--- src/include/cgra_cfg_config.svh ---
`ifndef CGRA_CFG_CONFIG_SVH
`define CGRA_CFG_CONFIG_SVH

// array size
`define CGRA_N_PE 4

// words buffered between host loader and bus dispatcher
`define CGRA_FIFO_DEPTH 8

// instruction slots per PE, addressed by instr_addr_t
`define CGRA_INSTR_DEPTH 256

// constant registers per PE, addressed by const_addr_t
`define CGRA_N_CONST 8

`endif

--- src/source/cgra_cfg_pkg.sv ---
package cgra_cfg_pkg;

  typedef logic [15:0] pe_id_t;
  typedef logic [7:0]  instr_addr_t;
  typedef logic [15:0] instr_t;
  typedef logic [2:0]  const_addr_t;
  typedef logic [15:0] const_t;
  typedef logic [7:0]  pc_t;
  typedef logic [39:0] conf_data_t;

  typedef enum logic [3:0] {
    set_instruction = 4'd0,
    set_const       = 4'd1,
    set_pc_max      = 4'd2,
    set_loop        = 4'd3,
    set_ignore      = 4'd4,
    conf_nop        = 4'd15
  } conf_op_e;

  // per-opcode views of the data field, lowest field last
  typedef struct packed {
    logic [$bits(conf_data_t)-$bits(instr_t)-$bits(instr_addr_t)-1:0] pad;
    instr_t      instr;
    instr_addr_t addr;
  } instr_field_t;

  typedef struct packed {
    logic [$bits(conf_data_t)-$bits(const_t)-$bits(const_addr_t)-1:0] pad;
    const_t      value;
    const_addr_t idx;
  } const_field_t;

  typedef struct packed {
    logic [$bits(conf_data_t)-$bits(pc_t)-1:0] pad;
    pc_t value;
  } pc_field_t;

  // op sits in the low nibble of the bus
  typedef struct packed {
    conf_data_t data;
    pe_id_t     pe_id;
    conf_op_e   op;
  } conf_word_t;

  typedef struct packed {
    pc_t pc_max;
    pc_t pc_loop;
    pc_t ignore_until;
  } pe_ctrl_t;

  localparam conf_word_t conf_nop_word = '{data: '0, pe_id: '0, op: conf_nop};

endpackage

--- src/source/conf_reader_pe.sv ---
`timescale 1ns/1ps

module conf_reader_pe #(
  parameter cgra_cfg_pkg::pe_id_t PE_ID = '0
) (
  input  logic                      clk,
  input  logic                      rst,
  input  cgra_cfg_pkg::conf_word_t  conf_bus,
  output logic                      instr_we,
  output cgra_cfg_pkg::instr_addr_t instr_waddr,
  output cgra_cfg_pkg::instr_t      instr_wdata,
  output logic                      const_we,
  output cgra_cfg_pkg::const_addr_t const_waddr,
  output cgra_cfg_pkg::const_t      const_wdata,
  output cgra_cfg_pkg::pe_ctrl_t    ctrl
);
  import cgra_cfg_pkg::*;

  conf_word_t   bus_q;
  instr_field_t instr_f;
  const_field_t const_f;
  pc_field_t    pc_f;
  logic         for_me;

  assign instr_f = bus_q.data;
  assign const_f = bus_q.data;
  assign pc_f    = bus_q.data;
  assign for_me  = (bus_q.pe_id == PE_ID);

  // first stage, bus capture
  always_ff @(posedge clk) begin
    if (rst) begin
      bus_q <= conf_nop_word;
    end else begin
      bus_q <= conf_bus;
    end
  end

  // second stage, decode
  always_ff @(posedge clk) begin
    if (rst) begin
      instr_we <= 1'b0;
      const_we <= 1'b0;
      ctrl     <= '0;
    end else begin
      instr_we <= for_me && (bus_q.op == set_instruction);
      const_we <= for_me && (bus_q.op == set_const);
      if (for_me) begin
        case (bus_q.op)
          set_pc_max: ctrl.pc_max       <= pc_f.value;
          set_loop:   ctrl.pc_loop      <= pc_f.value;
          set_ignore: ctrl.ignore_until <= pc_f.value;
          default:    ctrl              <= ctrl;
        endcase
      end
    end
  end

  // write payload, qualified by the enables above
  always_ff @(posedge clk) begin
    if (for_me && (bus_q.op == set_instruction)) begin
      instr_waddr <= instr_f.addr;
      instr_wdata <= instr_f.instr;
    end
    if (for_me && (bus_q.op == set_const)) begin
      const_waddr <= const_f.idx;
      const_wdata <= const_f.value;
    end
  end

endmodule

--- config.mk ---
export PLATFORM = sky130hd
export DESIGN_NAME = conf_reader_pe
export DESIGN_NICKNAME = d
export VERILOG_FILES = /design/src/include/cgra_cfg_config.svh /design/src/source/cgra_cfg_pkg.sv /design/src/source/conf_reader_pe.sv
export SDC_FILE = /design/constraint.sdc
export NUM_CORES = 1
export LEC_CHECK = 0
export BUFFER_PORTS_ARGS = -buffer_cell sky130_fd_sc_hd__buf_2
export CAP_MARGIN = 20
export CORE_MARGIN = 8
export CORE_UTILIZATION = 42
export CTS_BUF_LIST = sky130_fd_sc_hd__clkbuf_2 sky130_fd_sc_hd__clkbuf_4 sky130_fd_sc_hd__clkbuf_8
export DETAILED_ROUTE_END_ITERATION = 10
export PLACE_DENSITY = 0.82
export SLEW_MARGIN = 20
export SYNTH_ARGS = -nofsm -noshare
export SYNTH_HDL_FRONTEND = slang
export SYNTH_SLANG_ARGS = --single-unit
--- constraint.sdc ---
create_clock -name clk -period 3.3 [get_ports clk]
set_input_delay 0.165 -clock clk [delete_from_list [all_inputs] [get_ports clk]]
set_output_delay 0.165 -clock clk [all_outputs]
set_load 0.05 [all_outputs]
==> results of run 1 <==
## cells by family (layout without fill, tap and decap cells)
kind of cell,after synthesis,count (layout),share of synthesized area
buffers and inverters,11,194,0.0156
AND/OR/NAND/NOR,95,95,0.171
multiplexers,24,24,0.0666
flip-flops,113,113,0.747
## cell usage after synthesis
library cell,number
nor2_1,3
inv_1,1
or4_4,1
buf_6,2
clkbuf_1,8
nor4_4,1
edfxtp_1,43
nor4_1,2
nand3_2,1
dfxtp_1,70
nor3_1,3
nor2b_1,40
nand2_1,2
or3_2,2
mux2i_1,24
nor4_2,2
nand2b_1,34
or2_2,4
## where the power goes
group | internal, µW | switching [µW] | leakage, µW
combinational | 77.5 | 40.8 | 0.00102
clock | 773 | 516 | 0.000210
sequential | 1470 | 14.7 | 0.000913
## repair_timing
action,4_1_cts,5_1_grt
hold buffers,41,2
setup buffers,0,0
endpoints found under the hold margin,41,2
## through the flow
stage / hold slack (ps) / setup slack, ps / power (µW) / instances
5_1_grt: 11.6 / 859 / 3010 / 534
2_1_floorplan: 269 / 691 / 1560 / 243
3_3_place_gp: 351 / 987 / 1590 / 459
4_1_cts: 1.37 / 945 / 2930 / 532
6_report: 40.4 / 1030 / 2900 / 534
3_5_place_dp: 359 / 962 / 1600 / 459
## path summary, 6_finish.rpt
| check | from | end | slack (ps) | cells past startpoint |
|---|---|---|---|---|
| min | conf_bus[37] | const_f[17] | 40 | 2 |
| min reg2reg | const_f[21] | instr_wdata[13] | 410 | 0 |
| max reg2reg | bus_q[12] | instr_wdata[5] | 1030 | 5 |
| max | bus_q[12] | instr_wdata[5] | 1030 | 5 |
## cell type report
cell class | count | share of cell area
clock buffers | 20 | 0.0510
clock inverters | 12 | 0.0272
inverters | 1 | 0.000729
multi-input cells | 119 | 0.169
flip-flops and latches | 113 | 0.523
well taps | 108 | 0.0262
repair buffers | 161 | 0.203
## state kept, by name (all words and copies together), names as in the netlist
register and count:
instr_wdata 16, const_wdata 16, bus_q 20, ctrl 24, instr_we 1, const_we 1, const_f 24, instr_waddr 8
const_waddr 3
## placed cells by master (no fill, tap or decap)
cell,n
clkbuf_4,2
buf_4,3
inv_1,1
nor2_1,2
clkinv_1,1
or2_2,4
nor4_1,2
nand2b_1,34
bufinv_16,3
nor3_1,2
or3_2,2
nor2_2,1
nor4_2,2
clkinv_4,1
dlygate4sd3_1,43
nand3_2,1
mux2i_1,24
clkinv_2,6
clkinvlp_4,1
clkbuf_8,18
nor3_4,1
buf_2,114
nand2_1,2
buf_12,1
nor2b_1,40
dfxtp_1,70
or4_4,1
edfxtp_1,43
nor4_4,1
## worst max-delay path, delay by kind of cell, from the launching register on
kind	cells	cell delay, ps
DFF	1	310
buffers and inverters	1	230
and+or+nand+nor	4	1440
## layer usage
metal | part of all wire | up-vias | track usage | wire (µm)
met2 | 0.53 | 81 | 0.249 | 4280
met3 | 0.088 | 9 | 0.0697 | 703
li1 | - | 1162 | - | -
met5 | 0 | - | 0 | 0
met1 | 0.37 | 1105 | 0.134 | 2970
met4 | 0.010 | 0 | 0.0645 | 80
==> key figures, run 1 <==
Outcome
  – Status: completed

Layout
  – Total Nets Final: 475
  – FILL cells: 683
  – Final core utilization: 0.605
  – Share of layout cells above drive strength 1: 0.380
  – Area occupied by multi-input gates: 871 µm²
  – Diode count: 0
  – Area grow syn2layout: 42.8%
  – Cell area after layout: 5150 µm²
  – Register area: 2690 µm²

Logic synthesis
  – Largest cells by area after synthesis: dfxtp_1 (39%), edfxtp_1 (36%), nor2b_1 (6.9%), mux2i_1 (6.7%), nand2b_1 (5.9%)
  – Seq/Total Area, Yosys: 0.747
  – Post-synthesis area per instance: 14.8 µm²
  – Cell Area, Synth: 3610 µm²
  – Seq cells post-synth: 113
  – Syn. warnings: 0
  – Synthesized net count: 305
  – Cell variety after synth: 18
  – Top cell type's share of synthesized area: 0.389
  – Largest area contributor in the synthesized netlist: dfxtp_1
  – Mapped Cells: 243

CTS
  – Bufs on Longest Clock Path: 2
  – CTS clk-pin slew, worst paths: 60 ps
  – Clock Latency Late Sink: 400 ps
  – CTS tree: yes
  – Cts bufs inserted: 17
  – CTS H-tree lvls: 4
  – Number of cells upsized or downsized after cts: 0
  – Num Clock Sinks: 113
  – CTS root buf: clkbuf_8

Min path
  – Worst min-delay path class: in2reg

Critical path
  – CP Capture Type: flip-flop
  – Critical path's largest stage delay: 550 ps
  – Critical Path RT: 3410 ps
  – CP Cell Sequence: nor4_2, nand3_2, or3_2, nor3_4, buf_12
  – Setup CP Type: reg2reg
  – Critical Path AT: 2380 ps
  – CP max-delay cell: or3_2
  – Largest fanout on the critical path: 19
  – Startpoint types: flip-flop

Detailed routing
  – Wire per inst: 15.0 µm
  – Initial DRC count: 113
  – Total number of vias: 2357
  – Drt via density: 4.41
  – # DRC: 0
  – ANT nets after route: 0
  – DRT Wirelength: 8.03 mm
  – DR pass1 iterations: 4

Power
  – Total power per unit cell area: 563 nW/µm²
  – Leak: 0.00214 µW
  – Peak supply drop: 0.294 mV

Floorplan
  – Die width: 109 µm
  – Die Area: 11800 µm²
  – Top Ports: 131
  – Initial core utilization: 0.424
  – Rows: 34
  – Die height: 109 µm
  – Placeable Area: 8510 µm²

Place
  – Area after DPL: 4320 µm²
  – Final GP Congestion: 0.726
  – Port Buffer Count: 114
  – HPWL Detailed: 5.41 mm

STA
  – Setup_tns: 0 ps
  – RSZ-0062 raised after global routing: no
  – Final setup fails: 0
  – Fin. Hold Viols: 0
  – Worst Tran Pin Value: 875 ps
  – Fmax: 440 MHz
  – Tcrit/Tclk final: 0.689
  – Minimum clock period: 2270 ps
  – Slew headroom: 0.412
  – Clock skew: 6.02 ps
  – Pins Over Slew Limit: 0

Run
  – Max-Cap Viols: 0

Global route
  – Vias in the first global route: 2556
  – Congestion Overflow GR: 0
  – Initial antenna violation count: 0
  – Total GRT Usage: 0.141
  – First-pass GRT wire length: 12.4 mm
  – Largest net degree at the start of global routing: 31
No activity file was read; power rests on OpenSTA's default activity.
==> inputs of run 2 (changes only) <==
--- a/config.mk
+++ b/config.mk
@@ -11,7 +11,7 @@
 export CORE_UTILIZATION = 42
 export CTS_BUF_LIST = sky130_fd_sc_hd__clkbuf_2 sky130_fd_sc_hd__clkbuf_4 sky130_fd_sc_hd__clkbuf_8
 export DETAILED_ROUTE_END_ITERATION = 10
-export PLACE_DENSITY = 0.82
+export PLACE_DENSITY = 0.8
 export SLEW_MARGIN = 20
 export SYNTH_ARGS = -nofsm -noshare
 export SYNTH_HDL_FRONTEND = slang
==> constraint.sdc (replaced) <==
create_clock -name clk -period 2.3 [get_ports clk]
set_input_delay 0.115 -clock clk [delete_from_list [all_inputs] [get_ports clk]]
set_output_delay 0.115 -clock clk [all_outputs]
set_load 0.05 [all_outputs]
==> key figures, run 2 (synthesized netlist as in run 1, its figures left out) <==
Power
  – Total power per unit cell area: 828 nW/µm² (+47%)
  – Peak supply drop: 0.469 mV (+59%)
  – Leak: 0.00217 µW (+1.4%)

Detailed routing
  – ANT nets after route: 0 (unchanged)
  – Drt via density: 4.41 (about the same)
  – DR pass1 iterations: 5 (+1)
  – Wire per inst: 14.9 µm (-1.2%)
  – # DRC: 0 (unchanged)
  – Total number of vias: 2370 (+0.55%)
  – DRT Wirelength: 7.98 mm (-0.62%)
  – Initial DRC count: 65 (-42%)

Layout
  – Area grow syn2layout: 45.4%
  – Share of layout cells above drive strength 1: 0.380 (about the same)
  – Commonest cells after routing, fill and taps aside: buf_2 (114), dfxtp_1 (70), dlygate4sd3_1 (44), edfxtp_1 (43), nor2b_1 (40)
  – Final core utilization: 0.616 (+0.0110)
  – Total Nets Final: 479 (+0.84%)
  – Diode count: 0 (unchanged)
  – Commonest non-fill, non-tap cell in the layout: buf_2

Critical path
  – Largest fanout on the critical path: 20 (+1)
  – Critical Path AT: 2190 ps (-190 ps)
  – Setup CP Type: reg2reg
  – Crit. Startpoint: bus_q[12]
  – Critical Path RT: 2400 ps (-1010 ps)
  – CP max-delay cell: or3_2
  – Buf/Inv on CP: 1 (unchanged)
  – Critical path's largest stage delay: 550 ps (about the same)
  – CP Capture Type: flip-flop
  – Top delay family on crit path: simple AND/OR/NAND/NOR gates
  – Startpoint types: flip-flop
  – CP Cell Sequence: nor4_2, nand3_2, or3_2, nor3_4, buf_12
  – Worst flop-to-flop path startpoint: bus_q[12]

CTS
  – Cts bufs inserted: 17 (unchanged)
  – Num Clock Sinks: 113 (unchanged)
  – CTS clk-pin slew, worst paths: 70 ps (about the same)
  – CTS H-tree lvls: 4 (unchanged)
  – CTS root buf: clkbuf_8
  – CTS tree: yes
  – Bufs on Longest Clock Path: 2 (unchanged)
  – Clock Latency Late Sink: 400 ps (about the same)

Global route
  – Vias in the first global route: 2541 (-0.59%)
  – Total GRT Usage: 0.140 (-0.000920)
  – Initial antenna violation count: 0 (unchanged)
  – Largest net degree at the start of global routing: 69 (+120%)
  – First-pass GRT wire length: 12.5 mm (+0.94%)
  – Congestion Overflow GR: 0 (unchanged)

STA
  – Minimum clock period: 2080 ps (-191 ps)
  – Slew headroom: 0.688 (+0.275)
  – Tcrit/Tclk final: 0.906 (+0.217)
  – Worst Tran Pin Value: 468 ps (-406 ps)
  – Fin. Hold Viols: 0 (unchanged)
  – Worst hold margin: 150 ps (+110 ps)
  – RSZ-0062 raised after global routing: no
  – Setup_tns: 0 ps (unchanged)
  – Clock skew: 9.09 ps (+3.07 ps)
  – Pins Over Slew Limit: 0 (unchanged)
  – Fmax: 480 MHz (+9.2%)
  – Final setup fails: 0 (unchanged)
  – Final WS setup: 217 ps (-809 ps)

Floorplan
  – Placeable Area: 8510 µm² (unchanged)
  – Initial core utilization: 0.424 (unchanged)
  – Die Area: 11800 µm² (unchanged)
  – Top Ports: 131 (unchanged)
  – Die width: 109 µm (unchanged)
  – Rows: 34 (unchanged)
  – Die height: 109 µm (unchanged)

Place
  – Pre-CTS setup slack: 203 ps (-759 ps)
  – Port Buffer Count: 114 (unchanged)
  – HPWL Detailed: 5.28 mm (-2.4%)
  – Final GP Congestion: 0.719 (-1.1%)

Run
  – Max-Cap Viols: 0 (unchanged)

Min path
  – Worst min-delay path class: in2reg
  – HP Start: rst

Outcome
  – Status: completed
==> run 2: routing by layer <==
metal / GRT usage / wire [µm] / vias up
met5: 0 / 0 / -
met4: 0.0469 / 23 / 0
met3: 0.0703 / 761 / 2
met2: 0.241 / 4020 / 87
met1: 0.145 / 3180 / 1111
li1: - / - / 1170
==> run 2: repair_timing <==
action	4_1_cts	5_1_grt
buffers inserted	0	0
resized for setup	0	0
endpoints found under the hold margin	44	0
hold buffers	44	0
endpoints found under the setup margin	0	0
==> run 2: layout make-up <==
| type | instances | area (µm²) |
|---|---|---|
| fillers | 678 | 3270 |
| flip-flops and latches | 113 | 2690 |
| repair buffers | 165 | 1100 |
| multi-input cells | 119 | 871 |
| clock buffers | 19 | 249 |
| clock inverters | 12 | 190 |
| well taps | 108 | 135 |
| inverters | 1 | 3.75 |
==> run 2: where the power goes <==
part / internal (µW) / switching (µW)
clock network: 1300 / 734
registers: 2120 / 21.2
logic: 115 / 59.4
total: 3530 / 815
==> run 2: metrics by stage <==
step	area, µm²	power (µW)	instances
after global placement	4340	2290	461
final	5240	4340	537
after CTS	5220	4390	536
after detailed placement	4340	2290	461
after floorplan	3620	2240	243
after global routing	5240	4500	537
==> run 2: path summary, 6_finish.rpt <==
path / depth (start not counted) / endpoint / slack [ps]
min: 2 / bus_q[6] / 150
max reg2reg: 5 / instr_wdata[8] / 220
min reg2reg: 0 / instr_wdata[13] / 400
max: 5 / instr_wdata[8] / 220
==> inputs of run 3 (changes only) <==
--- a/config.mk
+++ b/config.mk
@@ -7,11 +7,13 @@
 export LEC_CHECK = 0
 export BUFFER_PORTS_ARGS = -buffer_cell sky130_fd_sc_hd__buf_2
 export CAP_MARGIN = 20
+export CELL_PAD_IN_SITES_DETAIL_PLACEMENT = 1
+export CELL_PAD_IN_SITES_GLOBAL_PLACEMENT = 2
 export CORE_MARGIN = 8
-export CORE_UTILIZATION = 42
+export CORE_UTILIZATION = 33
 export CTS_BUF_LIST = sky130_fd_sc_hd__clkbuf_2 sky130_fd_sc_hd__clkbuf_4 sky130_fd_sc_hd__clkbuf_8
 export DETAILED_ROUTE_END_ITERATION = 10
-export PLACE_DENSITY = 0.8
+export PLACE_DENSITY = 0.91
 export SLEW_MARGIN = 20
 export SYNTH_ARGS = -nofsm -noshare
 export SYNTH_HDL_FRONTEND = slang
==> key figures, run 3 (synthesized netlist as in run 1, its figures left out) <==
Outcome
  – Status: completed

Place
  – Area after DPL: 4380 µm² (+0.92%)
  – Pre-CTS setup slack: 254 ps (+51.8 ps)
  – HPWL Detailed: 6.11 mm (+16%)
  – Placed insts: 493 (+6.9%)
  – Final GP Congestion: 0.724 (+0.77%)
  – Port Buffer Count: 114 (unchanged)

Global route
  – Congestion Overflow GR: 0 (unchanged)
  – Initial antenna violation count: 0 (unchanged)
  – Total GRT Usage: 0.130 (-0.00996)
  – First-pass GRT wire length: 14.0 mm (+12%)
  – Largest net degree at the start of global routing: 48 (-30%)
  – Vias in the first global route: 2669 (+5.0%)

Power
  – Final Power: 4250 µW (-2.0%)
  – Peak supply drop: 0.371 mV (-21%)
  – Clock power frac: 0.456 (-0.012)
  – Total power per unit cell area: 812 nW/µm² (-1.9%)
  – Int Power: 3410 µW (-3.2%)
  – Switching share of power: 0.198 (+0.00985)
  – Power share of the sequential group: 0.503 (+0.011)
  – Combinational share of power: 0.041 (about the same)
  – Leak: 0.00216 µW (-0.50%)
  – Sw Pwr: 840 µW (+3.2%)

Layout
  – Share of layout cells above drive strength 1: 0.378 (-0.00233)
  – Total Nets Final: 478 (-0.21%)
  – Commonest non-fill, non-tap cell in the layout: buf_2
  – Area grow syn2layout: 45.3% (about the same)
  – Cell area after layout: 5240 µm² (about the same)
  – Non-filler cells, final: 569 (+6.0%)
  – Diode count: 0 (unchanged)
  – FILL cells: 1149 (+69%)
  – Commonest cells after routing, fill and taps aside: buf_2 (114), dfxtp_1 (70), dlygate4sd3_1 (44), edfxtp_1 (43), nor2b_1 (40)

Floorplan
  – Die Area: 14500 µm² (+23%)
  – Die height: 121 µm (+11%)
  – Top Ports: 131 (unchanged)
  – Placeable Area: 10700 µm² (+26%)
  – Rows: 38 (+12%)
  – Initial core utilization: 0.336 (-0.0882)
  – Die width: 121 µm (+11%)

CTS
  – Num Clock Sinks: 113 (unchanged)
  – CTS root buf: clkbuf_8
  – CTS H-tree lvls: 4 (unchanged)
  – CTS clk-pin slew, worst paths: 70 ps (about the same)
  – CTS tree: yes
  – Clock Latency Late Sink: 410 ps (about the same)
  – Cts bufs inserted: 17 (unchanged)
  – Bufs on Longest Clock Path: 2 (unchanged)

Detailed routing
  – Drt via density: 4.15 (-5.9%)
  – ANT nets after route: 0 (unchanged)
  – Initial DRC count: 99 (+52%)
  – DR pass1 iterations: 4 (-1)
  – Total number of vias: 2363 (-0.30%)
  – # DRC: 0 (unchanged)
  – Wire per inst: 15.8 µm (+6.1%)
  – DRT Wirelength: 8.98 mm (+12%)

Run
  – Max-Cap Viols: 0 (unchanged)

Critical path
  – Critical Path RT: 2410 ps (about the same)
  – CP Capture Type: flip-flop
  – Critical Path AT: 2160 ps (-30 ps)
  – Startpoint types: flip-flop
  – Setup CP Type: reg2reg
  – Largest fanout on the critical path: 24 (+20%)
  – Crit. Startpoint: bus_q[12]
  – Worst flop-to-flop path startpoint: bus_q[12]

STA
  – Minimum clock period: 2050 ps (-35.2 ps)
  – Fmax: 488 MHz (+1.7%)
  – Pins Over Slew Limit: 0 (unchanged)
  – Tcrit/Tclk final: 0.890 (-0.0153)
  – Clock skew: 8.73 ps (-0.362 ps)
  – Worst Tran Pin Value: 762 ps (+293 ps)
  – Fin. Hold Viols: 0 (unchanged)
  – RSZ-0062 raised after global routing: no
  – Final setup fails: 0 (unchanged)
  – Final WS setup: 252 ps (+35.2 ps)
  – Setup_tns: 0 ps (unchanged)
  – Slew headroom: 0.492 (-0.196)

Min path
  – HP Start: rst
  – Worst min-delay path class: in2reg
run 3: cell type report:
type                            instances  area [µm²]  share of cell area
Sequential cell                       113        2690               0.514
Timing Repair Buffer                  164        1080               0.206
Multi-Input combinational cell        119         871               0.166
Clock buffer                           19         249              0.0475
Tap cell                              140         175              0.0334
Clock inverter                         13         168              0.0320
Inverter                                1        3.75            0.000716
run 3: what timing repair did:
item	4_1_cts	5_1_grt
hold buffers	44	0
resized for setup	0	0
buffers inserted	0	0
endpoints found under the hold margin	44	0
run 3: metal layers:
layer	wire (µm)	GRT usage
met5	0	0
met4	174	0.0640
met3	615	0.0559
met2	4980	0.243
met1	3210	0.116
run 3: path summary, 6_finish.rpt:
kind | to | slack [ps] | cells past startpoint
worst max-delay path | instr_waddr[5] | 250 | 5
worst min-delay path | const_f[14] | 280 | 2
worst max register to register | instr_waddr[5] | 250 | 5
worst min register to register | instr_wdata[14] | 410 | 0
run 3: power by group through the flow:
stage | Clock (µW) | Sequential, µW | Combinational (µW)
floorplan | 0 | 2170 | 63.1
global placement | 0 | 2180 | 112
detailed placement | 0 | 2180 | 115
CTS | 2000 | 2140 | 173
global route | 2080 | 2140 | 193
finish | 1940 | 2140 | 175
run 3: per-stage QoR:
step / hold slack, ps / util
2_1_floorplan: 219 / -
3_3_place_gp: 304 / 0.408
3_5_place_dp: 307 / 0.408
4_1_cts: 259 / 0.488
5_1_grt: 292 / 0.488
6_report: 280 / 0.488
run 3: worst max-delay path, cell delays in order (launching register included):
cell and delay, ps:
dfxtp_1 310, nor4_2 290, nand3_2 180, or3_2 550, nor3_4 180, buf_12 210
